==> src/hw/lsu_pkg.sv <==
/*
 * Load/store unit package
 * Widths, size codes, address map and FIFO sizing constants
 */
package lsu_pkg;

    ////////////////////
    // Sizing
    localparam int NUM_BANKS = 4;
    localparam int BANK_WORDS = 256;
    localparam int REQ_QUEUE_DEPTH = 4;
    // Same as the depth of the load path (dispatch + bank read)
    localparam int ATTR_DEPTH = 2;

    localparam int REQ_PTR_W = $clog2(REQ_QUEUE_DEPTH);
    localparam int REQ_CNT_W = $clog2(REQ_QUEUE_DEPTH + 1);
    localparam int ATTR_PTR_W = $clog2(ATTR_DEPTH);
    localparam int ATTR_CNT_W = $clog2(ATTR_DEPTH + 1);

    ////////////////////
    // Address map
    // Bits 9:2 pick the word, bits 11:10 the bank, the rest is ignored
    localparam int WORD_IDX_LSB = 2;
    localparam int BANK_LSB = 10;

    ////////////////////
    // Types
    typedef logic [31:0] addr_t;
    typedef logic [31:0] word_t;
    typedef logic signed [11:0] offset_t;
    typedef logic [3:0] byte_en_t;
    typedef logic [3:0] req_id_t;
    typedef logic [2:0] ls_fn3_t;
    typedef logic [$clog2(NUM_BANKS)-1:0] bank_id_t;
    typedef logic [$clog2(BANK_WORDS)-1:0] word_idx_t;

    ////////////////////
    // Size codes, RISC-V funct3 style
    localparam ls_fn3_t FN3_B = 3'b000;
    localparam ls_fn3_t FN3_H = 3'b001;
    localparam ls_fn3_t FN3_W = 3'b010;
    localparam ls_fn3_t FN3_BU = 3'b100;
    localparam ls_fn3_t FN3_HU = 3'b101;

endpackage

==> src/hw/lsu_request_queue.sv <==
/*
 * Request front end of the load/store unit
 * Address generation, misalignment check, byte enables,
 * in-order request FIFO and credit return
 */
`timescale 1ns/1ps

module lsu_request_queue (
    input  logic              clk,
    input  logic              rst,
    input  logic              req_valid,
    input  logic              req_store,
    input  lsu_pkg::ls_fn3_t  req_fn3,
    input  lsu_pkg::addr_t    req_base,
    input  lsu_pkg::offset_t  req_offset,
    input  lsu_pkg::word_t    req_data,
    input  lsu_pkg::req_id_t  req_id,
    output logic              req_credit,
    output logic              err_valid,
    output lsu_pkg::req_id_t  err_id,
    output logic              q_valid,
    output logic              q_store,
    output lsu_pkg::ls_fn3_t  q_fn3,
    output lsu_pkg::addr_t    q_addr,
    output lsu_pkg::byte_en_t q_be,
    output lsu_pkg::word_t    q_data,
    output lsu_pkg::req_id_t  q_id,
    input  logic              q_pop
);

    lsu_pkg::addr_t addr;
    logic misaligned;
    lsu_pkg::byte_en_t be;
    logic push;

    logic mem_store [lsu_pkg::REQ_QUEUE_DEPTH];
    lsu_pkg::ls_fn3_t mem_fn3 [lsu_pkg::REQ_QUEUE_DEPTH];
    lsu_pkg::addr_t mem_addr [lsu_pkg::REQ_QUEUE_DEPTH];
    lsu_pkg::byte_en_t mem_be [lsu_pkg::REQ_QUEUE_DEPTH];
    lsu_pkg::word_t mem_data [lsu_pkg::REQ_QUEUE_DEPTH];
    lsu_pkg::req_id_t mem_id [lsu_pkg::REQ_QUEUE_DEPTH];

    logic [lsu_pkg::REQ_PTR_W-1:0] wr_ptr;
    logic [lsu_pkg::REQ_PTR_W-1:0] rd_ptr;
    logic [lsu_pkg::REQ_CNT_W-1:0] count;

    logic [1:0] credit_new;
    logic [lsu_pkg::REQ_CNT_W-1:0] credit_owed;

    ////////////////////
    // Address and checks
    // Cast of the signed offset sign-extends it
    assign addr = req_base + lsu_pkg::addr_t'(req_offset);

    always_comb begin
        case (req_fn3)
            lsu_pkg::FN3_H, lsu_pkg::FN3_HU: misaligned = addr[0];
            lsu_pkg::FN3_W: misaligned = |addr[1:0];
            default: misaligned = 1'b0;
        endcase
    end

    // Enables only on stores
    always_comb begin
        be = '0;
        if (req_store) begin
            case (req_fn3[1:0])
                lsu_pkg::FN3_B[1:0]: be[addr[1:0]] = 1'b1;
                lsu_pkg::FN3_H[1:0]: be = 4'b0011 << addr[1:0];
                default: be = '1;
            endcase
        end
    end

    ////////////////////
    // Request FIFO
    assign push = req_valid & ~misaligned;

    always_ff @(posedge clk) begin
        if (push) begin
            mem_store[wr_ptr] <= req_store;
            mem_fn3[wr_ptr] <= req_fn3;
            mem_addr[wr_ptr] <= addr;
            mem_be[wr_ptr] <= be;
            mem_data[wr_ptr] <= req_data;
            mem_id[wr_ptr] <= req_id;
        end
    end

    always_ff @(posedge clk) begin
        if (rst) begin
            wr_ptr <= '0;
            rd_ptr <= '0;
            count <= '0;
        end else begin
            if (push) begin
                wr_ptr <= wr_ptr + 1'b1;
            end
            if (q_pop) begin
                rd_ptr <= rd_ptr + 1'b1;
            end
            case ({push, q_pop})
                2'b10: count <= count + 1'b1;
                2'b01: count <= count - 1'b1;
                default: count <= count;
            endcase
        end
    end

    assign q_valid = (count != '0);
    assign q_store = mem_store[rd_ptr];
    assign q_fn3 = mem_fn3[rd_ptr];
    assign q_addr = mem_addr[rd_ptr];
    assign q_be = mem_be[rd_ptr];
    assign q_data = mem_data[rd_ptr];
    assign q_id = mem_id[rd_ptr];

    ////////////////////
    // Error report and credits
    always_ff @(posedge clk) begin
        if (rst) begin
            err_valid <= 1'b0;
        end else begin
            err_valid <= req_valid & misaligned;
        end
    end

    always_ff @(posedge clk) begin
        if (req_valid & misaligned) begin
            err_id <= req_id;
        end
    end

    // Second credit of a pop and an error in the same cycle goes out a cycle later
    assign credit_new = {1'b0, q_pop} + {1'b0, err_valid};
    assign req_credit = q_pop | err_valid | (credit_owed != '0);

    always_ff @(posedge clk) begin
        if (rst) begin
            credit_owed <= '0;
        end else begin
            credit_owed <= credit_owed + lsu_pkg::REQ_CNT_W'(credit_new)
                           - lsu_pkg::REQ_CNT_W'(req_credit);
        end
    end

    // Requester must never spend a credit it does not hold
    no_push_when_full: assert property (@(posedge clk) disable iff (rst)
        push |-> (count < lsu_pkg::REQ_QUEUE_DEPTH))
        else $error("request pushed into a full queue, credit protocol broken");

endmodule

==> config.mk <==
export PLATFORM = sky130hd
export DESIGN_NAME = lsu_request_queue
export DESIGN_NICKNAME = d
export VERILOG_FILES = /design/src/hw/lsu_pkg.sv /design/src/hw/lsu_request_queue.sv
export SDC_FILE = /design/constraint.sdc
export NUM_CORES = 1
export LEC_CHECK = 0
export BUFFER_PORTS_ARGS = -buffer_cell sky130_fd_sc_hd__buf_2
export CORE_MARGIN = 1.5
export CORE_UTILIZATION = 58
export CTS_BUF_LIST = sky130_fd_sc_hd__clkbuf_16
export DETAILED_ROUTE_END_ITERATION = 7
export HOLD_SLACK_MARGIN = 0.08
export PLACE_DENSITY = 0.8
export SLEW_MARGIN = 20
export SYNTH_ARGS = -nofsm -noshare
export SYNTH_HDL_FRONTEND = slang
export SYNTH_SLANG_ARGS = --single-unit
==> constraint.sdc <==
create_clock -name clk -period 5.25 [get_ports clk]
set_input_delay 1.05 -clock clk [delete_from_list [all_inputs] [get_ports clk]]
set_output_delay 1.05 -clock clk [all_outputs]
set_load 0.005 [all_outputs]
# After elaboration in Yosys (flattened, before gate mapping)
# Memory sizes are Yosys's and may differ from the RTL's. A register that Yosys moved wholly into a read port is not among the register bits.
# Index checks and enable logic that the tools add are counted.
# Widths: inputs -> output; s select.
# totals
out_inout_bits	83
ram_bits	304
romBits	0
regBits	15
wordCells	61
inputBits	88
memories	6
latch_bits	0
# op_classes
magnitude_cmp	2
mul	0
n_addsub	8
bitwise	5
n_eq_ne	6
n_shift	1
div_mod_pow	0
n_reduce_logical	7
mux	20
# mem_list
memory	depth	word_bits	rd	rd_ports_with_merged_regs	wr	line_no	source
mem_addr	4	32	1	1	1	lsu_request_queue.sv:38	lsu_pkg::addr_t mem_addr [lsu_pkg::REQ_QUEUE_DEPTH];
mem_data	4	32	1	1	1	lsu_request_queue.sv:40	lsu_pkg::word_t mem_data [lsu_pkg::REQ_QUEUE_DEPTH];
mem_be	4	4	1	1	1	lsu_request_queue.sv:39	lsu_pkg::byte_en_t mem_be [lsu_pkg::REQ_QUEUE_DEPTH];
mem_id	4	4	1	1	1	lsu_request_queue.sv:41	lsu_pkg::req_id_t mem_id [lsu_pkg::REQ_QUEUE_DEPTH];
mem_fn3	4	3	1	1	1	lsu_request_queue.sv:37	lsu_pkg::ls_fn3_t mem_fn3 [lsu_pkg::REQ_QUEUE_DEPTH];
mem_store	4	1	1	1	1	lsu_request_queue.sv:36	logic mem_store [lsu_pkg::REQ_QUEUE_DEPTH];
# ops
operator	count
$add 32x32->32	1
$mux 2	12
$pmux 4 s2	1
$pmux 3 s2	1
$reduce_bool 3->1	2
$add 2x1->2 const B	2
$eq 2x1->1 const B	2
$mux 4	1
$reduce_or 2->1	2
$shl 2x2->4 const A	1
$add 3x1->3 const B	1
$add 3x2->3	1
$eq 3x1->1 const B	1
$eq 3x2->1 const B	1
$eq 3x3->1 const B	1
$lt 2x3->1 const B	1
$mux 1	3
$sub 3x1->3	1
$sub 3x1->3 const B	1
$add 1x1->2	1
$and 1x1->1	2
$demux 1 s2	1
$eq 2x2->1 const B	1
$ge 2x1->1 const B	1
6 further kinds	7

# Longest topological paths before layout
# depth
word_depth	7
depth_mapped	14

# Worst setup path after synthesis
# OpenSTA, ideal clock, no wires.
# synth_path
kind	input to register
from	in req_base[0]
to	mem mem_addr[1][0] (netlist name) (enable)
path_slack_ns	0.689
required_time_ns	4.807
cell_stages	7
arrival_time_ns	4.118
path_buffers	0
cell_sequence	ha_1 -> inv_1 -> fa_1 -> ha_1 -> nor4_1 -> a31oi_1 -> and3_1
# synth_via
elab_chain_cells	7
# synth_rtl
element	line_no	source
start, declared	lsu_request_queue.sv:14	input lsu_pkg::addr_t req_base,
$add 32x32->32 (*)	lsu_request_queue.sv:53	assign addr = req_base + lsu_pkg::addr_t'(req_offset);
$reduce_or 2->1	lsu_request_queue.sv:58	lsu_pkg::FN3_W: misaligned = |addr[1:0];
$pmux 1 s2 (*)	lsu_request_queue.sv:56	case (req_fn3)
$not 1->1 (*)	lsu_request_queue.sv:77	assign push = req_valid & ~misaligned;
$and 1x1->1 (*)	lsu_request_queue.sv:77	
$mux 1 (*)	lsu_request_queue.sv:80	if (push) begin
$mux 1 (not written as such) (*)	lsu_request_queue.sv:83	mem_addr[wr_ptr] <= addr;
end, declared	lsu_request_queue.sv:38	
# Mark *: on every way between the ends. The rest lies on a longest branch, timed or not.

==> flow_summary.ini <==
[floorplan]
dieArea_sq_mm = 0.0245
die_w_um = 157
die_height_um = 157
boundaryPins = 171
row_count = 56
coreArea_sq_mm = 0.0233
initial_core_util_pct = 58.7

[synth]
synth-seq-cells = 321
ys_seq_area_share_pct = 69.5
ys.flop_type = edfxtp_1
synth_largest_area_cell = edfxtp_1
ys_warn_count = 0
syn-cell-area_sq_mm = 0.0137
synth_edf_count = 308
yosysTopAreaCellShare_pct = 67.6
syn_area_per_cell_sq_um = 17.9
synth_common_cells = 308 x edfxtp_1, 76 x mux4_2, 41 x ha_1, 38 x a21oi_1, 32 x nand2_1
synthesis.instances = 764
async_flop_share_pct = 0
synth_most_common_cell = edfxtp_1
synthTopCellsByArea = edfxtp_1 68%, mux4_2 13%, ha_1 3.7%, dfxtp_1 1.9%, a21oi_1 1.4%
synth_cell_types = 59
synth_nets = 897

[clock_network]
clk-insertion-delay-late_ns = 0.53
h-tree-depth = 1
cts_buffer_depth = 3
post-cts-setup-buffers = 0
tritoncts = built
hold_buffers = 0
numCtsBuffers = 29
clkTransAtPathRegs_ns = 0.06
root_buffer = clkbuf_16
cts_sinks = 321
post_cts_resized = 0

[placed_design]
dp_cells = 1228
place_area_sq_mm = 0.0149
hpwlAfterDp_um = 16400
io_buffers = 170
routabilityCongestion = 0.855

[drt]
routed_wl_um = 25000
vias_per_cell = 5.75
drc = 0
drt_iter0_markers = 407
num_vias = 7381
ant_nets = 0
avgRoutedWirePerCell_um = 19.5
dr.pass1.iters = 5

[layout]
fin_nets = 1074
fin_area_sq_mm = 0.0159
final_cells = 1284
final_util_pct = 68.3
area_delta_synth_final_pct = 16.4
drive_gt1_share_pct = 33.1

[sta]
drv_slew = 0
hold_violations = 0
post-route-period-util_pct = 68.8
setup_tns_ns = 0
rsz0062_at_grt = false
clock_skew_ns = 0.00792
slew-limit-headroom_pct = 48.6
fin_crit_ns = 3.61
whs_ns = 0.527
max_freq_ghz = 0.277
finalSetupViolations = 0
worst_slew_pin_slew_ns = 0.771

[power]
max-vdd-ir-drop_uv = 277
cellLeakagePower_nw = 5.58
p_per_area_mw_per_mm2 = 383

[worst_setup_path]
cp_max_fo = 39
rr_worst_depth = 8
critPathLaunchType = flop
worstPathArrival_ns = 2.56
crit_type = flop to output port
reg2reg_slack_ns = 2.98
endpoint_kind = output port
cp.required_ns = 4.20

[flow_run]
drv_cap = 0

[hold_path]
hold_path.class = flop to flop
holdPathStages = 2

[global_route]
grt_util_all_layers_pct = 21.1
grt_pass1_wl_um = 39700
grt_max_degree = 77
gr-total-overflow = 0
grt_pass1_vias = 7559
grt_antenna_before_repair = 1

[run_status]
outcome = complete, no violations
## worst paths after layout
path | start | to
setup / recovery | flop | q_addr[11]
hold / removal | count[2] | count[2]
setup reg to reg | err_valid | credit_owed[2]
hold reg to reg | count[2] | count[2]
## cell families after synthesis
| group | synth area share [%] |
|---|---|
| AO/OA/AOI/OAI | 5.26 |
| XOR/XNOR | 2.18 |
| adder cells (fa/ha/maj) | 4.33 |
| buffers and inverters | 1.72 |
| flip-flops | 69.5 |
| multiplexers | 12.7 |
| AND/OR/NAND/NOR | 4.33 |
## report_power, final
| part | total (mW) | internal, mW | switching, mW |
|---|---|---|---|
| Clock | 2.13 | 1.26 | 0.869 |
| Sequential | 3.10 | 3.03 | 0.0719 |
| Combinational | 0.878 | 0.402 | 0.476 |
## worst max-delay path: stages (launching register included)
cell and delay (ns):
dfxtp_4 0.86, buf_12 0.39, mux4_2 0.61, buf_2 0.15
## cell type report
| class | instances | area [sq um] |
|---|---|---|
| Sequential cell | 321 | 9520 |
| Fill cell | 1513 | 7390 |
| Multi-Input combinational cell | 387 | 3970 |
| Timing Repair Buffer | 176 | 971 |
| Clock buffer | 29 | 726 |
| Tap cell | 319 | 399 |
| Clock inverter | 25 | 262 |
| Inverter | 26 | 97.6 |
| Antenna cell | 1 | 2.50 |
## state kept, by name, indices dropped and copies added, names as in the netlist, named ones only
signal,cells
rd_ptr,2
mem_store,4
wr_ptr,2
mem_be,16
mem_data,128
err_valid,1
mem_fn3,12
credit_owed,3
mem_id,16
err_id,4
count,3
mem_addr,128
## stage by stage
step                setup WS [ns]  total power [mW]
detailed placement           1.19              4.03
global placement             1.30              4.00
floorplan                   0.689              3.70
CTS                          1.55              6.15
global route                 1.43              6.36
finish                       1.64              6.10
## cell usage in the layout, fill, tap and decap left out, types with 5 or more instances in the layout
cell type and instances:
o21a_1 5, nand3_1 7, o21ai_0 21, nor2_1 29, bufinv_16 5, mux4_2 76, nand4_1 7, clkbuf_16 29
buf_2 170, a31oi_1 6, a21oi_1 38, nor3_1 6, dfxtp_1 11, ha_1 41, inv_1 29, edfxtp_1 308
xor2_1 13, a21o_1 6, nand2_1 32, xnor2_1 21, nor2b_1 7, clkinv_2 8, buf_12 6
## per-layer routing
metal	GRT usage, %	share of wire (%)	vias up
li1	-	-	3430
met1	28.3	41	3641
met2	35.3	49	266
met3	4.43	7.5	44
met4	6.39	2.3	0
met5	0	0	-
Note: power is estimated with default switching activity, not from simulation.
