==> src/hw/lsu_pkg.sv <==
/*
 * Load/store unit package
 * Widths, size codes, address map and FIFO sizing constants
 */
package lsu_pkg;

    ////////////////////
    // Sizing
    localparam int NUM_BANKS = 4;
    localparam int BANK_WORDS = 256;
    localparam int REQ_QUEUE_DEPTH = 4;
    // Same as the depth of the load path (dispatch + bank read)
    localparam int ATTR_DEPTH = 2;

    localparam int REQ_PTR_W = $clog2(REQ_QUEUE_DEPTH);
    localparam int REQ_CNT_W = $clog2(REQ_QUEUE_DEPTH + 1);
    localparam int ATTR_PTR_W = $clog2(ATTR_DEPTH);
    localparam int ATTR_CNT_W = $clog2(ATTR_DEPTH + 1);

    ////////////////////
    // Address map
    // Bits 9:2 pick the word, bits 11:10 the bank, the rest is ignored
    localparam int WORD_IDX_LSB = 2;
    localparam int BANK_LSB = 10;

    ////////////////////
    // Types
    typedef logic [31:0] addr_t;
    typedef logic [31:0] word_t;
    typedef logic signed [11:0] offset_t;
    typedef logic [3:0] byte_en_t;
    typedef logic [3:0] req_id_t;
    typedef logic [2:0] ls_fn3_t;
    typedef logic [$clog2(NUM_BANKS)-1:0] bank_id_t;
    typedef logic [$clog2(BANK_WORDS)-1:0] word_idx_t;

    ////////////////////
    // Size codes, RISC-V funct3 style
    localparam ls_fn3_t FN3_B = 3'b000;
    localparam ls_fn3_t FN3_H = 3'b001;
    localparam ls_fn3_t FN3_W = 3'b010;
    localparam ls_fn3_t FN3_BU = 3'b100;
    localparam ls_fn3_t FN3_HU = 3'b101;

endpackage

==> src/hw/load_align.sv <==
/*
 * Load result path
 * Bank read data select, byte/halfword alignment, sign extension,
 * load attributes retirement
 */
`timescale 1ns/1ps

module load_align (
    input  logic [lsu_pkg::NUM_BANKS-1:0] bank_rvalid,
    input  lsu_pkg::word_t                bank_rdata [lsu_pkg::NUM_BANKS],
    input  logic                          attr_valid,
    input  lsu_pkg::bank_id_t             attr_bank,
    input  lsu_pkg::ls_fn3_t              attr_fn3,
    input  logic [1:0]                    attr_byte,
    input  lsu_pkg::req_id_t              attr_id,
    output logic                          attr_pop,
    output logic                          ld_valid,
    output lsu_pkg::word_t                ld_data,
    output lsu_pkg::req_id_t              ld_id
);

    lsu_pkg::word_t rd_word;
    lsu_pkg::word_t shifted;

    ////////////////////
    // Result select
    assign rd_word = bank_rdata[attr_bank];

    // Addressed byte or halfword moved down to bit 0
    assign shifted = rd_word >> {attr_byte, 3'b000};

    assign ld_valid = attr_valid & bank_rvalid[attr_bank];
    assign attr_pop = ld_valid;
    assign ld_id = attr_id;

    ////////////////////
    // Extension
    always_comb begin
        case (attr_fn3)
            lsu_pkg::FN3_B: ld_data = {{24{shifted[7]}}, shifted[7:0]};
            lsu_pkg::FN3_BU: ld_data = {24'b0, shifted[7:0]};
            lsu_pkg::FN3_H: ld_data = {{16{shifted[15]}}, shifted[15:0]};
            lsu_pkg::FN3_HU: ld_data = {16'b0, shifted[15:0]};
            default: ld_data = rd_word;
        endcase
    end

    // Read data may only come back from the bank the head load went to
    always_comb begin
        if (|bank_rvalid) begin
            rvalid_matches_attr: assert final (attr_valid && $onehot(bank_rvalid)
                                               && bank_rvalid[attr_bank])
                else $error("bank read data without a matching load attribute");
        end
    end

endmodule

==> config.mk <==
export PLATFORM = sky130hd
export DESIGN_NAME = load_align
export DESIGN_NICKNAME = d
export VERILOG_FILES = /design/src/hw/lsu_pkg.sv /design/src/hw/load_align.sv
export SDC_FILE = /design/constraint.sdc
export NUM_CORES = 1
export LEC_CHECK = 0
export ABC_AREA = 1
export BUFFER_PORTS_ARGS = -buffer_cell sky130_fd_sc_hd__buf_4
export CAP_MARGIN = 20
export CORE_MARGIN = 2
export CORE_UTILIZATION = 44
export DETAILED_ROUTE_END_ITERATION = 8
export PLACE_DENSITY = 0.91
export REMOVE_ABC_BUFFERS = 1
export SETUP_SLACK_MARGIN = 0.5
export SKIP_LAST_GASP = 1
export SLEW_MARGIN = 20
export SYNTH_ARGS = -nofsm -noshare
export SYNTH_HDL_FRONTEND = slang
export SYNTH_SLANG_ARGS = --single-unit
==> constraint.sdc <==
create_clock -name vclk -period 2.3
set_input_delay 0.46 -clock vclk [all_inputs]
set_output_delay 0.46 -clock vclk [all_outputs]
set_load 0.1 [all_outputs]
==> results of run 1 <==
## synth_stat cells
cell      number  area, µm²
nand3_2       13      130.1
buf_2         13      65.06
nand2_1      211      792.0
nor3_1         1      5.000
a21oi_1       18      90.09
clkbuf_1       8      30.03
nand3_1      116      580.6
inv_1         13      48.80
nand2_4        1      11.26
nand2_2        2      12.51
inv_2          6      22.52
nor2_2         1      6.260
o21ai_0       18      90.09
o21ai_1        1      5.000
a21boi_0       1      7.510
buf_6          4      45.04
nor2_1         9      33.78
buf_4         13      97.59
and2_1         3      18.77
## cells by family after synthesis
kind of cell / synth area share [%]
simple gates: 76.02
buf+inv: 14.77
compound gates: 9.211
## metrics by stage
step	setup TNS, ps	util (%)
after floorplan	-27610	-
after global placement	-446.9	75.28
after detailed placement	-1947	75.28
after CTS	0	92.35
## repair_timing
item | in CTS
setup endpoints to repair | 34
resized for setup | 157
pin swaps | 8
gates cloned | 4
setup buffers | 3
endpoints found under the hold margin | 0
==> flow_metrics.env, run 1 <==
export IMPL_status="stopped before the end"
export IMPL_lastStage="global routing (5_1_grt)"
export IMPL_first_error="[ERROR DPL-0038] Utilization greater than 100%, impossible to legalize"
export IMPL_netlist_area_um2=2092
export IMPL_cts_hold_buf=0
export IMPL_ys_warn_count=0
export IMPL_worst_endpoint="ld_data[13]"
export IMPL_placed_cells=676
export IMPL_yosys_cell_types_count=19
export IMPL_placed_cell_area_um2=3508
export IMPL_start_util_pct=44.89
export IMPL_ys_seq_area_share_pct=0
export IMPL_dp_hpwl_um=7020
export IMPL_syn_area_per_cell_um2=4.628
export IMPL_std_cell_rows=25
export IMPL_pin_count=182
export IMPL_die_y_um=72.96
export IMPL_syn_inst=452
export IMPL_grt_max_degree=39
export IMPL_gp_congestion=0.8967
export IMPL_die_w_um=72.96
export IMPL_portBuffers=174
export IMPL_place_ws_ps=-132.3
export IMPL_worst_ep_kind="primary output"
==> run 2, diff against run 1 <==
CORE_UTILIZATION = 40   (was 44)
PLACE_DENSITY = not set   (was 0.91)
PLACE_DENSITY_LB_ADDON = 0.15   (was not set)
SETUP_SLACK_MARGIN = not set   (was 0.5)
==> flow_metrics.env, run 2 <==
export IMPL_std_cell_rows=26
export IMPL_crit_type="input port to output pin"
export IMPL_die_w_um=76.32
export IMPL_synth_common_cells="nand2_1 (211), nand3_1 (116), a21oi_1 (18), o21ai_0 (18)"
export IMPL_grt_max_degree=41
export IMPL_worst_pin_slew_ps=797.7
export IMPL_crit_fanout=9
export IMPL_grt_ovfl_total=0
export IMPL_max_clock_freq_ghz=0.4252
export IMPL_dr_pass1_iters=5
export IMPL_yosys_area_top_type_share_pct=37.86
export IMPL_min_path_cells=0
export IMPL_placed_cells=697
export IMPL_synth_area_leaders="nand2_1 (38%), nand3_1 (28%), nand3_2 (6.2%), buf_4 (4.7%), a21oi_1 (4.3%)"
export IMPL_yosys_area_top_type="nand2_1"
export IMPL_drc=0
export IMPL_syn_area_per_cell_um2=4.628
export IMPL_dp_hpwl_um=7193
export IMPL_leakage_nw=2.380
export IMPL_synthAdderAreaFrac_pct=0
export IMPL_yosys_cell_types_count=19
export IMPL_layout_drive_gt1_share_pct=42.25
export IMPL_irDropWorstVdd_mv=0.2628
export IMPL_ys_warn_count=0
export IMPL_grtUsageTotal_pct=31.04
export IMPL_die_area_um2=5825
export IMPL_start_kind="input port"
export IMPL_rsz0062_at_grt="yes"
export IMPL_whs_ps=920.6
export IMPL_seq_cell_count=0
export IMPL_antenna_found_initial=0
export IMPL_max_slew_margin_rel_pct=46.64
export IMPL_synth_top_family_by_area="simple AND/OR/NAND/NOR gates"
export IMPL_synth_simple_gate_area_share_pct=76.02
export IMPL_syn_inst=452
export IMPL_worstPathArrival_ps=1890
export IMPL_hold_viol=0
export IMPL_grt_pass1_vias=3528
export IMPL_synthXorXnorAreaFrac_pct=0
export IMPL_min_from="attr_id[2]"
export IMPL_ys_seq_area_share_pct=0
export IMPL_cts_hold_buf=0
export IMPL_violations="setup timing"
export IMPL_slew_viol_final=0
export IMPL_pin_count=182
export IMPL_worst_slack_ps=-52.09
export IMPL_coreArea_um2=5075
export IMPL_fin_crit_sh_pct=102.3
export IMPL_viasPerCell=5.564
export IMPL_regArea_um2=0
export IMPL_routed_wl_um=11470
export IMPL_setup_viol=14
export IMPL_drt_iter0_markers=384
export IMPL_finalNetCount=778
export IMPL_synth_compound_area_share_pct=9.211
export IMPL_place_ws_ps=-178.6
export IMPL_setup_worst_path_end_class="output pin"
export IMPL_instances_no_fill=702
export IMPL_start_util_pct=41.22
export IMPL_die_y_um=76.32
export IMPL_netlist_area_um2=2092
export IMPL_grt_pass1_wl_um=15440
export IMPL_hold_end="ld_id[2]"
export IMPL_crit_required_ps=1840
export IMPL_n_antenna_cell=0
export IMPL_portBuffers=174
export IMPL_status="finished with violations"
export IMPL_final_core_util_pct=84.52
export IMPL_ant_nets=0
export IMPL_gp_congestion=0.8497
export IMPL_drv_cap=0
export IMPL_cts_setup_buffers=0
export IMPL_period_minus_slack_ps=2352
export IMPL_fillers=338
export IMPL_vias=3906
export IMPL_final_common_cell="nand2_1"
export IMPL_synth_area_mux_share_pct=0
export IMPL_yosysMostFrequentCell="nand2_1"
export IMPL_wl_per_cell_um=16.34
export IMPL_area_growth_synth_to_final_pct=105.0
export IMPL_min_path_type="input port to output pin"
export IMPL_nClkBuffers=0
export IMPL_layout_common_cells="nand2_1 (211), buf_4 (171), nand3_1 (100), buf_12 (25), nand3_2 (18)"
export IMPL_setup_tns_ps=-228.9
export IMPL_power_density_nw_per_um2=365.7
export IMPL_multi_input_area_um2=2069
-- run 2: repair_timing --
| action | CTS | global route |
|---|---|---|
| resized for setup | 68 | 80 |
| endpoints found under the hold margin | 0 | 0 |
| cloned | 1 | 4 |
| pin swaps | 0 | 3 |
| endpoints found under the setup margin | 31 | 34 |
-- run 2: stage by stage --
stage          power [mW]  area [µm²]
2_1_floorplan      0.8100        1854
3_3_place_gp        1.250        3553
3_5_place_dp        1.263        3553
4_1_cts             1.377        3850
5_1_grt             1.633        4289
6_report            1.569        4289
-- run 2: how the worst max path moves through the flow --
stage / startpoint / endpoint / slack [ps] / cells after the start
after floorplan: attr_bank[0] / attr_pop / -3620 / 3
after global placement: attr_bank[0] / ld_data[3] / -110 / 11
after detailed placement: attr_bank[0] / ld_data[13] / -180 / 11
after CTS: attr_bank[0] / ld_data[27] / -10 / 12
after global routing: attr_bank[0] / ld_data[27] / -90 / 12
final: attr_bank[0] / ld_data[20] / -50 / 12
-- run 2: kinds of logic after synthesis --
group | count (synthesis)
and+or+nand+nor | 357
buffers and inverters | 57
AOI/OAI and AO/OA | 38
-- run 2: area by class of cell --
cell class / instances / share of cell area [%]
inverter: 19 / 1.896
multi-input combinational: 398 / 48.25
tap: 70 / 2.042
timing repair buffer: 215 / 47.81
-- run 2: layer usage --
metal | routed length (µm) | global-route usage [%]
met4 | 468 | 6.545
met5 | 0 | 0
met1 | 4031 | 35.50
met2 | 5723 | 59.56
met3 | 1250 | 5.450
-- run 2: critical path, cell delays in order --
cell and delay [ps]:
buf_8 130, clkbuf_16 160, nand2_1 80, nand3_2 110
nand3_1 130, nand2_1 60, nand2_1 70, nand2_1 80
nand2_2 140, buf_6 170, nand3_2 110, buf_12 180
-- run 2: power breakdown --
part / internal [mW] / switching (mW) / leakage [nW]
Combinational: 0.594 / 0.974 / 2.38
Sequential: 0 / 0 / 0
Clock: 0 / 0 / 0
Note: power is estimated with default switching activity, not from simulation.
==> run 3, diff against run 2 <==
clock period = 2.7 ns   (was 2.3 ns; I/O delays follow)
==> flow_metrics.env, run 3 (synthesis gave the netlist of run 2 again) <==
export IMPL_finalNetCount=754
export IMPL_wl_per_cell_um=12.78
export IMPL_start_kind="input port"
export IMPL_grt_pass1_wl_um=14180
export IMPL_grt_ovfl_total=0
export IMPL_crit_type="input port to output pin"
export IMPL_layout_drive_gt1_share_pct=35.69
export IMPL_seq_cell_count=0
export IMPL_fin_crit_sh_pct=95.88
export IMPL_multi_input_area_um2=1783
export IMPL_instances_no_fill=678
export IMPL_drc=0
export IMPL_die_w_um=76.32
export IMPL_dr_pass1_iters=5
export IMPL_drt_iter0_markers=134
export IMPL_std_cell_rows=26
export IMPL_irDropWorstVdd_mv=0.2061
export IMPL_max_clock_freq_ghz=0.3863
export IMPL_routed_wl_um=8666
export IMPL_layout_common_cells="nand2_1 (211), buf_4 (184), nand3_1 (116), o21ai_0 (18), a21oi_1 (18)"
export IMPL_vias=3531
export IMPL_setup_viol=0
export IMPL_portBuffers=174
export IMPL_die_area_um2=5825
export IMPL_placed_cells=678
export IMPL_n_antenna_cell=0
export IMPL_drv_cap=0
export IMPL_place_ws_ps=94.69
export IMPL_worst_pin_slew_ps=537.5
export IMPL_placed_cell_area_um2=3411
export IMPL_dp_hpwl_um=6806
export IMPL_nClkBuffers=0
export IMPL_period_minus_slack_ps=2589
export IMPL_start_util_pct=41.22
export IMPL_final_common_cell="nand2_1"
export IMPL_grtUsageTotal_pct=27.91
export IMPL_crit_required_ps=2160
export IMPL_die_y_um=76.32
export IMPL_min_path_type="input port to output pin"
export IMPL_slew_viol_final=0
export IMPL_crit_fanout=38
export IMPL_max_slew_margin_rel_pct=64.04
export IMPL_worstPathArrival_ps=2050
export IMPL_ant_nets=0
export IMPL_rsz0062_at_grt="yes"
export IMPL_worst_slack_ps=111.3
export IMPL_leakage_nw=2.050
export IMPL_cts_setup_buffers=0
export IMPL_power_density_nw_per_um2=308.7
export IMPL_fillers=515
export IMPL_min_path_cells=0
export IMPL_stdcell_area_um2=3445
export IMPL_grt_max_degree=41
export IMPL_final_core_util_pct=67.87
export IMPL_grt_pass1_vias=3245
export IMPL_gp_congestion=0.8631
export IMPL_coreArea_um2=5075
export IMPL_hold_viol=0
export IMPL_regArea_um2=0
export IMPL_status="finished, final reports clean"
export IMPL_antenna_found_initial=0
export IMPL_area_growth_synth_to_final_pct=64.65
export IMPL_pin_count=182
export IMPL_viasPerCell=5.208
export IMPL_setup_worst_path_end_class="output pin"
run 3: what timing repair did:
action | in CTS | in global routing
hold buffers | 0 | 0
setup endpoints to repair | 0 | 10
gates resized for setup | 0 | 9
run 3: per-layer routing:
layer,track usage (%),vias up,routed length [µm]
met4,2.909,0,95
met5,0,-,0
li1,-,1780,-
met2,51.50,167,4234
met1,34.86,1574,3590
met3,4.739,10,746
run 3: metrics by stage:
step,hold WS [ps],TNS [ps],power (mW)
after floorplan,1080,-19450,0.6900
after global placement,1081,0,1.040
after detailed placement,1081,0,1.048
after CTS,1081,0,1.050
after global routing,1081,-32.41,1.130
final,1081,0,1.064
run 3: area by class of cell:
type | instances | share of cell area [%]
tap | 70 | 2.543
multi-input combinational | 395 | 51.76
timing repair buffer | 194 | 43.63
inverter | 19 | 2.070
run 3: worst max-delay path, stage by stage:
cell and delay [ps]:
buf_4 130, inv_2 200, buf_12 220, nand2_1 70, nand3_1 120, nand3_1 90
nand2_1 60, nand2_1 40, nand2_1 50, o21ai_0 90, nand3_1 100, buf_4 300
run 3: final timing paths:
kind | start | to
hold / removal | attr_id[2] | ld_id[2]
setup / recovery | attr_bank[0] | ld_data[10]
run 3: power breakdown:
group	internal, mW	total, mW	leakage (nW)	switching (mW)
clock network	0	0	0	0
logic	0.339	1.06	2.05	0.724
registers	0	0	0	0
==> run 4, diff against run 3 <==
CORE_UTILIZATION = 37   (was 40)
clock period = 2.35 ns   (was 2.7 ns; I/O delays follow)
==> flow_metrics.env, run 4 (synthesis gave the netlist of run 2 again) <==
export IMPL_status="finished, final reports clean"
export IMPL_n_antenna_cell=0
export IMPL_hold_viol=0
export IMPL_area_growth_synth_to_final_pct=105.7
export IMPL_crit_fanout=12
export IMPL_worst_pin_slew_ps=698.4
export IMPL_period_minus_slack_ps=2299
export IMPL_setup_worst_path_end_class="output pin"
export IMPL_layout_drive_gt1_share_pct=42.09
export IMPL_leakage_nw=2.433
export IMPL_power_density_nw_per_um2=352.6
export IMPL_rsz0062_at_grt="yes"
export IMPL_placed_cells=698
export IMPL_setup_viol=0
export IMPL_cts_setup_buffers=0
export IMPL_wl_per_cell_um=14.99
export IMPL_portBuffers=174
export IMPL_regArea_um2=0
export IMPL_dp_hpwl_um=7090
export IMPL_max_slew_margin_rel_pct=53.19
export IMPL_die_area_um2=6272
export IMPL_finalNetCount=778
export IMPL_instances_no_fill=704
export IMPL_final_common_cell="nand2_1"
export IMPL_seq_cell_count=0
export IMPL_grt_ovfl_total=0
export IMPL_viasPerCell=5.358
export IMPL_coreArea_um2=5473
export IMPL_drv_cap=0
export IMPL_hold_end="ld_id[2]"
export IMPL_grt_max_degree=30
export IMPL_vias=3772
export IMPL_start_kind="input port"
export IMPL_min_path_cells=0
export IMPL_setup_tns_ps=0
export IMPL_ant_nets=0
export IMPL_crit_required_ps=1880
export IMPL_worstPathArrival_ps=1830
export IMPL_multi_input_area_um2=1968
export IMPL_start_util_pct=38.23
export IMPL_std_cell_rows=27
export IMPL_min_from="attr_id[2]"
export IMPL_final_core_util_pct=78.65
export IMPL_pin_count=182
export IMPL_cp_startpoint="attr_bank[0]"
export IMPL_drc=0
export IMPL_drt_iter0_markers=191
export IMPL_gp_congestion=0.8772
export IMPL_dr_pass1_iters=5
export IMPL_irDropWorstVdd_mv=0.2384
export IMPL_cts_hold_buf=0
export IMPL_nClkBuffers=0
export IMPL_layout_common_cells="nand2_1 (210), buf_4 (172), nand3_1 (99), buf_12 (31), nand3_2 (25)"
export IMPL_crit_type="input port to output pin"
export IMPL_grt_pass1_vias=3529
export IMPL_max_clock_freq_ghz=0.4350
export IMPL_min_path_type="input port to output pin"
export IMPL_grtUsageTotal_pct=30.14
export IMPL_die_w_um=79.20
export IMPL_fillers=417
export IMPL_fin_crit_sh_pct=97.83
export IMPL_die_y_um=79.20
export IMPL_grt_pass1_wl_um=15580
export IMPL_antenna_found_initial=0
export IMPL_slew_viol_final=0
export IMPL_routed_wl_um=10550
==> run 4: changes by cell type in the layout (fill, tap and decap cells not counted), sizes merged <==
cell    before  now
buf        194  212
bufbuf       0    3
clkbuf       0    2
nand2      214  215
==> run 4: timing repair <==
action / CTS / global route
gates resized for setup: 67 / 64
cloned: 4 / 2
pin swaps: 1 / 6
endpoints found under the setup margin: 28 / 31
==> run 4: worst max-delay path by stage <==
stage | end | depth (start not counted)
CTS | ld_data[9] | 12
finish | ld_data[20] | 12
detailed placement | ld_data[8] | 12
global route | ld_data[7] | 13
global placement | ld_data[14] | 12
floorplan | attr_pop | 3
==> run 4: worst max-delay path, stage by stage <==
cell	delay [ps]
buf_6	120
inv_8	80
buf_12	140
nand2_1	70
nand3_2	80
nand3_1	90
o21ai_2	60
inv_1	70
nand2_4	130
nand2_8	150
nand3_2	160
buf_12	180
==> run 4: layout make-up <==
class / count / area share (%)
repair buffers: 217 / 50.29
inverters: 19 / 1.890
well taps: 72 / 2.093
multi-input cells: 396 / 45.73
==> run 4: metrics by stage <==
stage                     area (µm²)  worst slack (ps)  total power, mW  hold WS [ps]
after floorplan                 1854             -3586           0.7928         940.0
after global placement          3598            -169.2            1.233         940.9
after detailed placement        3598            -226.6            1.242         940.9
after CTS                       3978            -12.46            1.382         940.9
after global routing            4304            -47.92            1.592         940.6
final                           4304             50.93            1.517         940.6
==> run 4: layer usage <==
layer	vias up	part of all wire (%)	track usage [%]
met5	-	0	0
met4	0	3.7	11.55
met3	40	8.6	3.636
met2	228	52	57.63
met1	1668	36	33.54
li1	1836	-	-
==> run 4: where the power goes <==
group	internal [mW]	switching (mW)
sequential	0	0
clock	0	0
combinational	0.600	0.917
total	0.600	0.917
