==> config.mk <==
export PLATFORM = sky130hd
export DESIGN_NAME = lsu_dispatch
export DESIGN_NICKNAME = d
export VERILOG_FILES = /design/src/hw/lsu_pkg.sv /design/src/hw/lsu_dispatch.sv
export SDC_FILE = /design/constraint.sdc
export NUM_CORES = 1
export LEC_CHECK = 0
export BUFFER_PORTS_ARGS = -buffer_cell sky130_fd_sc_hd__buf_2
export CAP_MARGIN = 40
export CELL_PAD_IN_SITES_DETAIL_PLACEMENT = 1
export CELL_PAD_IN_SITES_GLOBAL_PLACEMENT = 1
export CORE_MARGIN = 3
export CORE_UTILIZATION = 24
export CTS_BUF_LIST = sky130_fd_sc_hd__clkbuf_8 sky130_fd_sc_hd__clkbuf_16
export DETAILED_ROUTE_END_ITERATION = 8
export GPL_ROUTABILITY_DRIVEN = 1
export GPL_TIMING_DRIVEN = 0
export PLACE_DENSITY = 0.85
export SKIP_LAST_GASP = 1
export SLEW_MARGIN = 20
export SYNTH_ARGS = -nofsm -noshare
export SYNTH_HDL_FRONTEND = slang
export SYNTH_SLANG_ARGS = --single-unit
==> constraint.sdc <==
create_clock -name clk -period 1.96 [get_ports clk]
set_input_delay 0.098 -clock clk [delete_from_list [all_inputs] [get_ports clk]]
set_output_delay 0.098 -clock clk [all_outputs]
set_load 0.02 [all_outputs]
==> src/hw/lsu_pkg.sv <==
/*
 * Load/store unit package
 * Widths, size codes, address map and FIFO sizing constants
 */
package lsu_pkg;

    ////////////////////
    // Sizing
    localparam int NUM_BANKS = 4;
    localparam int BANK_WORDS = 256;
    localparam int REQ_QUEUE_DEPTH = 4;
    // Same as the depth of the load path (dispatch + bank read)
    localparam int ATTR_DEPTH = 2;

    localparam int REQ_PTR_W = $clog2(REQ_QUEUE_DEPTH);
    localparam int REQ_CNT_W = $clog2(REQ_QUEUE_DEPTH + 1);
    localparam int ATTR_PTR_W = $clog2(ATTR_DEPTH);
    localparam int ATTR_CNT_W = $clog2(ATTR_DEPTH + 1);

    ////////////////////
    // Address map
    // Bits 9:2 pick the word, bits 11:10 the bank, the rest is ignored
    localparam int WORD_IDX_LSB = 2;
    localparam int BANK_LSB = 10;

    ////////////////////
    // Types
    typedef logic [31:0] addr_t;
    typedef logic [31:0] word_t;
    typedef logic signed [11:0] offset_t;
    typedef logic [3:0] byte_en_t;
    typedef logic [3:0] req_id_t;
    typedef logic [2:0] ls_fn3_t;
    typedef logic [$clog2(NUM_BANKS)-1:0] bank_id_t;
    typedef logic [$clog2(BANK_WORDS)-1:0] word_idx_t;

    ////////////////////
    // Size codes, RISC-V funct3 style
    localparam ls_fn3_t FN3_B = 3'b000;
    localparam ls_fn3_t FN3_H = 3'b001;
    localparam ls_fn3_t FN3_W = 3'b010;
    localparam ls_fn3_t FN3_BU = 3'b100;
    localparam ls_fn3_t FN3_HU = 3'b101;

endpackage

==> src/hw/lsu_dispatch.sv <==
/*
 * Dispatcher of the load/store unit
 * Bank decode, per-bank request fan-out, load attributes FIFO
 */
`timescale 1ns/1ps

module lsu_dispatch (
    input  logic                            clk,
    input  logic                            rst,
    input  logic                            q_valid,
    input  logic                            q_store,
    input  lsu_pkg::ls_fn3_t                q_fn3,
    input  lsu_pkg::addr_t                  q_addr,
    input  lsu_pkg::byte_en_t               q_be,
    input  lsu_pkg::word_t                  q_data,
    input  lsu_pkg::req_id_t                q_id,
    output logic                            q_pop,
    output logic [lsu_pkg::NUM_BANKS-1:0]   bank_req,
    output logic                            bank_we,
    output lsu_pkg::word_idx_t              bank_idx,
    output lsu_pkg::byte_en_t               bank_be,
    output lsu_pkg::word_t                  bank_wdata,
    output logic                            attr_valid,
    output lsu_pkg::bank_id_t               attr_bank,
    output lsu_pkg::ls_fn3_t                attr_fn3,
    output logic [1:0]                      attr_byte,
    output lsu_pkg::req_id_t                attr_id,
    input  logic                            attr_pop
);

    lsu_pkg::bank_id_t bank_sel;
    logic attr_full;
    logic attr_push;

    lsu_pkg::bank_id_t attr_mem_bank [lsu_pkg::ATTR_DEPTH];
    lsu_pkg::ls_fn3_t attr_mem_fn3 [lsu_pkg::ATTR_DEPTH];
    logic [1:0] attr_mem_byte [lsu_pkg::ATTR_DEPTH];
    lsu_pkg::req_id_t attr_mem_id [lsu_pkg::ATTR_DEPTH];

    logic [lsu_pkg::ATTR_PTR_W-1:0] attr_wr_ptr;
    logic [lsu_pkg::ATTR_PTR_W-1:0] attr_rd_ptr;
    logic [lsu_pkg::ATTR_CNT_W-1:0] attr_count;

    ////////////////////
    // Issue control
    assign bank_sel = q_addr[lsu_pkg::BANK_LSB +: $bits(lsu_pkg::bank_id_t)];
    assign attr_full = (attr_count == lsu_pkg::ATTR_DEPTH);

    // Stores never wait; a load waits for room in the attributes FIFO
    assign q_pop = q_valid & (q_store | ~attr_full | attr_pop);
    assign attr_push = q_pop & ~q_store;

    always_comb begin
        bank_req = '0;
        bank_req[bank_sel] = q_pop;
    end

    // Shared by all banks except bank_req
    assign bank_we = q_store;
    assign bank_idx = q_addr[lsu_pkg::WORD_IDX_LSB +: $bits(lsu_pkg::word_idx_t)];
    assign bank_be = q_be;
    assign bank_wdata = q_data;

    ////////////////////
    // Load attributes FIFO
    always_ff @(posedge clk) begin
        if (attr_push) begin
            attr_mem_bank[attr_wr_ptr] <= bank_sel;
            attr_mem_fn3[attr_wr_ptr] <= q_fn3;
            attr_mem_byte[attr_wr_ptr] <= q_addr[1:0];
            attr_mem_id[attr_wr_ptr] <= q_id;
        end
    end

    always_ff @(posedge clk) begin
        if (rst) begin
            attr_wr_ptr <= '0;
            attr_rd_ptr <= '0;
            attr_count <= '0;
        end else begin
            if (attr_push) begin
                attr_wr_ptr <= attr_wr_ptr + 1'b1;
            end
            if (attr_pop) begin
                attr_rd_ptr <= attr_rd_ptr + 1'b1;
            end
            case ({attr_push, attr_pop})
                2'b10: attr_count <= attr_count + 1'b1;
                2'b01: attr_count <= attr_count - 1'b1;
                default: attr_count <= attr_count;
            endcase
        end
    end

    assign attr_valid = (attr_count != '0);
    assign attr_bank = attr_mem_bank[attr_rd_ptr];
    assign attr_fn3 = attr_mem_fn3[attr_rd_ptr];
    assign attr_byte = attr_mem_byte[attr_rd_ptr];
    assign attr_id = attr_mem_id[attr_rd_ptr];

    // The aligner may only retire an entry that is there
    attr_pop_nonempty: assert property (@(posedge clk) disable iff (rst)
        attr_pop |-> attr_valid)
        else $error("load attribute popped from an empty FIFO");

endmodule

* After elaboration in Yosys (flattened, before gate mapping)
Memory sizes are Yosys's and may differ from the RTL's. A register that Yosys moved wholly into a read port is not among the register bits.
Cells that the tools add are included.
** Word-level totals
- Word-level logic and storage cells :: 39
- Bits in writable memories :: 22
- Memories :: 4
- Register bits after elaboration :: 4
** Cells by class
- Multiplexer cells :: 13
- Bitwise logic cells :: 7
- Equality and inequality tests :: 3
- Reductions and logical operators :: 3
- Add/sub/neg operators :: 4
- Order comparisons :: 2
** Memory list
- attr_mem_id :: depth 2, bits a word 4, rd ports 1, clocked after Yosys merged registers in 1, write ports 1, line lsu_dispatch.sv:38 : lsu_pkg::req_id_t attr_mem_id [lsu_pkg::ATTR_DEPTH];
- attr_mem_fn3 :: depth 2, bits a word 3, rd ports 1, clocked after Yosys merged registers in 1, write ports 1, line lsu_dispatch.sv:36 : lsu_pkg::ls_fn3_t attr_mem_fn3 [lsu_pkg::ATTR_DEPTH];
- attr_mem_bank :: depth 2, bits a word 2, rd ports 1, clocked after Yosys merged registers in 1, write ports 1, line lsu_dispatch.sv:35 : lsu_pkg::bank_id_t attr_mem_bank [lsu_pkg::ATTR_DEPTH];
- attr_mem_byte :: depth 2, bits a word 2, rd ports 1, clocked after Yosys merged registers in 1, write ports 1, line lsu_dispatch.sv:37 : logic [1:0] attr_mem_byte [lsu_pkg::ATTR_DEPTH];
** Operators with widths (number)
- $mux W1 :: 11
- $and A4 B4 Y4 :: 1
- $eq A2 B2 Y1 const B :: 2
- $pmux W2 S2 :: 1
- $reduce_bool A2 Y1 :: 2
- $lt A2 B3 Y1 const B :: 1
- $add A1 B1 Y1 const B :: 2
- $add A2 B1 Y2 const B :: 1
- $and A1 B1 Y1 :: 2
- $demux W1 S2 :: 1
- $eq A2 B1 Y1 const B :: 1
- $ge A2 B1 Y1 const B :: 1
- $not A1 Y1 :: 2
- $or A1 B1 Y1 :: 2
- $sub A2 B1 Y2 const B :: 1
- $logic_and A1 B1 Y1 :: 1

* Depth between registers and ports, before layout
Gate-level depths: netlist of the first run.
- Word-level depth :: 8
- Mapped depth :: 6
- Mapped depth without buffers :: 6

* Worst setup path before layout of the first run
OpenSTA, ideal clock, no wires.
- Path type :: register -> register
- Start point :: reg attr_count[0] in the netlist's numbering
- End point :: reg attr_count[1] in the netlist's numbering
- Path buffers :: 0
- Clock period less this slack :: 1610 ps
- Setup time :: 70 ps
- Data arrival time :: 1541 ps
- Cell stages (with the launch flop) :: 6
- Setup slack :: 350 ps
- Path through :: dfxtp_1 or3b_4 nand3b_4 ha_1 or3_1 a21oi_1
** Between the ends
- Word-level cells in the longest chain between the ends :: 8
- Elaborated cells on any way between the ends :: 12
** Ends and longest elaborated chain
- from (decl) :: line lsu_dispatch.sv:42 : logic [lsu_pkg::ATTR_CNT_W-1:0] attr_count;
- from (signal assigned) :: line lsu_dispatch.sv:88 : 2'b10: attr_count <= attr_count + 1'b1;
- from (signal assigned) :: line lsu_dispatch.sv:89 : 2'b01: attr_count <= attr_count - 1'b1;
- from (signal assigned) :: line lsu_dispatch.sv:90 : default: attr_count <= attr_count;
- $eq A2 B2 Y1 :: line lsu_dispatch.sv:47 : assign attr_full = (attr_count == lsu_pkg::ATTR_DEPTH);
- $not A1 Y1 :: line lsu_dispatch.sv:50 : assign q_pop = q_valid & (q_store | ~attr_full | attr_pop);
- $or A1 B1 Y1 (2 in a row) :: line lsu_dispatch.sv:50
- $and A1 B1 Y1 :: line lsu_dispatch.sv:50
- $and A1 B1 Y1 :: line lsu_dispatch.sv:51 : assign attr_push = q_pop & ~q_store;
- $eq A2 B1 Y1 or $eq A2 B2 Y1 (tied branches) :: line lsu_dispatch.sv:87 : case ({attr_push, attr_pop})
- $pmux W2 S2 or $reduce_bool A2 Y1 (tied branches)
Parallel ways exist; a longest one is shown, timed or not.
A chain may end at the register's enable or synchronous reset.

* Worst setup path in the final report of the first run
- Start point :: reg attr_count[1] in the netlist's numbering
- End point :: reg attr_count[1] in the netlist's numbering
Same word-level chain as after synthesis.

==> run_results.csv, run 1 <==
group,metric,value,unit
critical_path,critPathLaunchType,"flop",
clock_network,post_cts_buffers,0,
power,switching_share,0.284,
clock_network,clockBufferDepth,2,
logic_synthesis,yosys_register_bits,27,
logic_synthesis,yosysUniqueCellTypes,23,
clock_network,ctsResizeCount,0,
sta,drv_slew,0,
critical_path,arrival,1.97,ns
flow_run,drv_cap,0,
clock_network,cts_hold_buf,0,
route,first_pass_iters,2,
die,initial_utilization,0.252,
route,postRouteAntennaNets,0,
power,p_clk_frac,0.229,
logic_synthesis,ys_seq_area_frac,0.539,
route,drt_wl_total,3.21,mm
logic_synthesis,yosys_warnings,0,
route,drc,0,
clock_network,clk_latency,0.27,ns
route,vias,1050,
place,place_area,1900,sq um
sta,fin_crit_sh,0.898,
route,drt_iter0_markers,20,
sta,skew,0.00451,ns
min_path,min_path_type,"input pin to flop",
critical_path,endpoint_kind,"flop",
die,die_y,82.7,um
die,die_area,6840,sq um
clock_network,cts_sinks,27,
sta,max_freq,568,MHz
grt,grt_pass1_vias,946,
final_layout,final_cell_mix,"buf_2 (78), buf_4 (47), edfxtp_1 (22), mux2_1 (10), nor2_1 (8)",
sta,rsz0062_at_grt,"false",
run_status,status,"complete, no violations",
clock_network,cts_max_level,1,
logic_synthesis,syn_area,1410,sq um
power,power.internal,0.966,mW
grt,grt_pass1_wl,4.28,mm
power,peakVddDrop,0.262,mV
clock_network,cts_tree,"built",
clock_network,cts_inserted_buffers,3,
power,p_leak,0.947,nW
final_layout,areaGrowthSynthToFinish,40.7,%
die,rows,27,
critical_path,worst_ep_required_time,2.17,ns
place,placed_cells,261,
die,die_width,82.7,um
critical_path,crit_fanout,4,
place,hpwl,2.70,mm
die,ioPinCount,142,
final_layout,fin_nets,279,
sta,tightest_slew,0.592,ns
power,combPwrFrac,0.277,
sta,finalSetupViolCount,0,
power,power-per-cell-area,679,nW/um^2
sta,hold_viol,0,
final_layout,utilization,0.355,
logic_synthesis,synth_cells,110,
grt,grt_max_degree,15,
clock_network,cts_root_buf,"clkbuf_8",
sta,hold-worst-slack,0.0127,ns
power,p_sw,0.383,mW
final_layout,n_fill_cell,659,
final_layout,antenna_cells,0,
grt,grt.overflow.total,0,
logic_synthesis,synth_nets,191,
critical_path,path_class,"flop to flop",
final_layout,design_area,1990,sq um
grt,grtUsageTotal,0.0850,
sta,timing.slew.headroom,0.604,
final_layout,layout.cells.non_filler,269,
grt,grt_antenna_before_repair,0,
sta,finalCriticalPeriod,1.76,ns
final_layout,layout_commonest_cell,"buf_2",
place,port_buffers,77,
final_layout,drive_gt1_frac,0.680,
place,routabilityCongestion,0.604,
clock_network,clk_pin_slew,0.09,ns
route,wire_per_inst,11.9,um
logic_synthesis,avgSynthCellArea,12.8,sq um
die,core,5610,sq um
power,seq_power_share,0.494,
route,vias_per_cell,3.90,
sta,fin_tns_setup,0,ns
[power groups by stage]
stage	Clock (mW)	Sequential [mW]	Combinational, mW
6_report	0.309	0.666	0.373
3_3_place_gp	0	0.678	0.360
2_1_floorplan	0	0.676	0.257
4_1_cts	0.329	0.667	0.376
3_5_place_dp	0	0.680	0.374
5_1_grt	0.356	0.670	0.406
[cells by family after synthesis]
group | count (synthesis) | synth area share
DFF | 27 | 0.539
muxes | 12 | 0.0983
and+or+nand+nor | 16 | 0.0691
buffers and inverters | 48 | 0.248
adders and majority gates | 1 | 0.00886
AOI/OAI and AO/OA | 3 | 0.0186
xor gates and xnor gates | 3 | 0.0186
[sequential cells by signal, summed over array words and instances, names as in the netlist, named ones only]
register,cells
attr_wr_ptr,1
attr_mem_id,8
attr_rd_ptr,1
attr_mem_fn3,6
attr_mem_byte,4
attr_mem_bank,4
attr_count,2
[area by class of cell]
type	count	area, sq um	share of cell area
flip-flops and latches	27	761	0.383
inverters	2	7.51	0.00378
multi-input cells	35	302	0.152
clock inverters	1	3.75	0.00189
well taps	72	90.1	0.0453
plain buffers	46	343	0.172
clock buffers	3	41.3	0.0208
repair buffers	83	440	0.222
[per-layer routing]
metal / global-route usage / share of wire / vias up
li1: - / - / 501
met1: 0.0828 / 0.32 / 497
met2: 0.169 / 0.58 / 52
met3: 0.0260 / 0.096 / 0
met4: 0.0245 / 0 / 0
met5: 0 / 0 / -
[synth_stat cells (all sizes together)]
library cell	n	area share
a21oi	1	0.0035
buf	46	0.24
dfxtp	5	0.071
edfxtp	22	0.47
ha	1	0.0089
inv	2	0.0053
mux2	12	0.098
nand2	1	0.0027
nand3b	1	0.014
nor2	8	0.021
nor3	1	0.0035
nor3b	2	0.011
o21ai	2	0.015
or2	1	0.0044
or3	1	0.0044
or3b	1	0.0080
xnor2	2	0.012
xor2	1	0.0062
[critical path: stages (launching register included)]
cell and delay (ns):
dfxtp_1 0.37, or3b_4 0.43, nand3b_4 0.11, ha_1 0.26, or3_1 0.36, a21oi_1 0.15
[path summary, 6_finish.rpt]
check,start,endpoint,cells past startpoint,slack (ns)
worst min register to register,attr_count[1],attr_count[1],2,0.52
worst min-delay path,q_fn3[1],attr_mem_fn3[1][1],1,0.01
worst max-delay path,attr_count[1],attr_count[1],5,0.20
worst max register to register,attr_count[1],attr_count[1],5,0.20
[per-stage QoR]
step	total power [mW]	setup WS, ns
global placement	1.04	0.105
floorplan	0.933	0.350
global route	1.43	0.0763
CTS	1.37	0.170
finish	1.35	0.200
detailed placement	1.05	0.179
(Power assumes the default switching activity.)
==> inputs of run 2 (changes only) <==
Settings changed: CORE_ASPECT_RATIO set to 0.8, GPL_TIMING_DRIVEN 0 to not set, PLACE_DENSITY 0.85 to 0.89.
==> run 2 against run 1 <==
- non-clock buffer count fell by 89
- maximum frequency increased by 2.5%
- setup slack improved by 0.043 ns
- sequential share of layout area rose by 14 points
- first-iteration DRC count up 10%
- cell area decreased by 27%
- via count decreased by 32%
- register-to-register slack improved by 0.04 ns
- highest routed layer is now met4
==> run_results.csv, run 2 (synthesis results as in run 1) <==
group,metric,value,unit
run_status,status,"complete, no violations",
critical_path,arrival,1.93,ns
clock_network,post_cts_buffers,0,
final_layout,largest_reg_flops,8,
clock_network,cts_hold_buf,4,
critical_path,cp-startpoint,"attr_count[1]",
final_layout,n_fill_cell,623,
die,die_area,6850,sq um
critical_path,worst_ep_required_time,2.17,ns
clock_network,clk_pin_slew,0.09,ns
clock_network,cts_max_level,1,
place,port_buffers,33,
route,drt_iter0_markers,22,
sta,fin_crit_sh,0.876,
sta,hold_viol,0,
clock_network,ctsResizeCount,0,
final_layout,multi_input_area,302,sq um
critical_path,r2r_slack,0.24,ns
sta,timing.slew.headroom,0.619,
route,drc,0,
sta,skew,0.00513,ns
final_layout,seqCellArea,761,sq um
sta,hold-worst-slack,0.0121,ns
critical_path,critPathCapture,"attr_count[1]",
final_layout,reg.largest.list,"attr_mem_id (8), attr_mem_fn3 (6)",
clock_network,clk_latency,0.27,ns
grt,grt.overflow.total,0,
route,vias_per_cell,3.81,
power,peakVddDrop,0.221,mV
min_path,min_path_type,"input pin to flop",
clock_network,cts_sinks,27,
critical_path,reg2reg_depth,5,
route,wire_per_inst,12.7,um
power,power-per-cell-area,819,nW/um^2
final_layout,fin_nets,190,
route,drt_wl_total,2.36,mm
die,initial_utilization,0.254,
grt,grt_antenna_before_repair,0,
critical_path,path_class,"flop to flop",
die,rows,24,
critical_path,endpoint_kind,"flop",
final_layout,top_register,"attr_mem_id",
final_layout,final_cell_mix,"buf_2 (33), edfxtp_1 (22), mux2_1 (10), nor2_1 (8)",
clock_network,clockBufferDepth,2,
sta,fin_tns_setup,0,ns
grt,grt_pass1_vias,765,
sta,rsz0062_at_grt,"false",
final_layout,antenna_cells,0,
final_layout,drive_gt1_frac,0.417,
die,die_y,74.6,um
clock_network,cts_inserted_buffers,3,
flow_run,drv_cap,0,
sta,finalSetupViolCount,0,
final_layout,layout_commonest_cell,"buf_2",
critical_path,crit_fanout,4,
route,postRouteAntennaNets,0,
power,p_leak,0.552,nW
critical_path,r2r-start,"attr_count[1]",
route,first_pass_iters,3,
sta,tightest_slew,0.571,ns
critical_path,rr_endpoint,"attr_count[1]",
place,routabilityCongestion,0.617,
place,hpwl,1.77,mm
clock_network,cts_root_buf,"clkbuf_8",
critical_path,critPathLaunchType,"flop",
die,ioPinCount,142,
grt,grt_pass1_wl,3.78,mm
die,core,5560,sq um
clock_network,cts_tree,"built",
sta,drv_slew,0,
grt,grt_max_degree,17,
final_layout,areaGrowthSynthToFinish,2.39,%
sta,max_freq,582,MHz
sta,finalCriticalPeriod,1.72,ns
die,die_width,91.8,um
route,vias,709,
grt,grtUsageTotal,0.0750,
run 2: worst min path at each step:
| stage | start | end | slack (ns) | depth (start not counted) |
|---|---|---|---|---|
| after detailed placement | q_be[2] | bank_be[2] | 0.20 | 0 |
| final | q_fn3[0] | attr_mem_fn3[0][0] | 0.01 | 1 |
| after global routing | q_fn3[2] | attr_mem_fn3[1][2] | 0.0003 | 1 |
| after floorplan | rst | attr_count[1] | 0.17 | 1 |
| after global placement | q_be[2] | bank_be[2] | 0.20 | 0 |
| after CTS | q_fn3[1] | attr_mem_fn3[1][1] | 0.0008 | 1 |
run 2: layout make-up:
type,count,area share
sequential,27,0.526
timing repair buffer,40,0.159
inverter,2,0.00519
tap,78,0.0675
clock buffer,3,0.0285
clock inverter,1,0.00519
multi-input combinational,35,0.208
run 2: critical path, cell delays in order, from the launching register on:
cell	delay (ns)
dfxtp_1	0.37
or3b_4	0.42
nand3b_4	0.11
ha_1	0.27
or3_1	0.35
a21oi_1	0.13
run 2: power by group:
part	switching [mW]	internal (mW)	total, mW
Combinational	0.105	0.0858	0.191
Clock	0.173	0.144	0.317
Sequential	0.0226	0.653	0.675
Total	0.301	0.883	1.18
run 2: routing by layer:
| metal | track usage | vias to the layer above | part of all wire |
|---|---|---|---|
| met3 | 0.0370 | 4 | 0.088 |
| li1 | - | 325 | - |
| met1 | 0.0781 | 344 | 0.38 |
| met4 | 0.0264 | 0 | 0.013 |
| met5 | 0 | - | 0 |
| met2 | 0.134 | 36 | 0.51 |
run 2: per-stage QoR:
stage / setup slack (ns) / std cells / util / power, mW / cell area, sq um
finish: 0.243 / 186 / 0.260 / 1.18 / 1450
global route: 0.125 / 186 / 0.260 / 1.26 / 1450
CTS: 0.234 / 185 / 0.259 / 1.21 / 1440
detailed placement: 0.250 / 177 / 0.243 / 0.877 / 1350
global placement: 0.0857 / 175 / 0.240 / 0.865 / 1330
floorplan: 0.350 / 110 / - / 0.933 / 1410
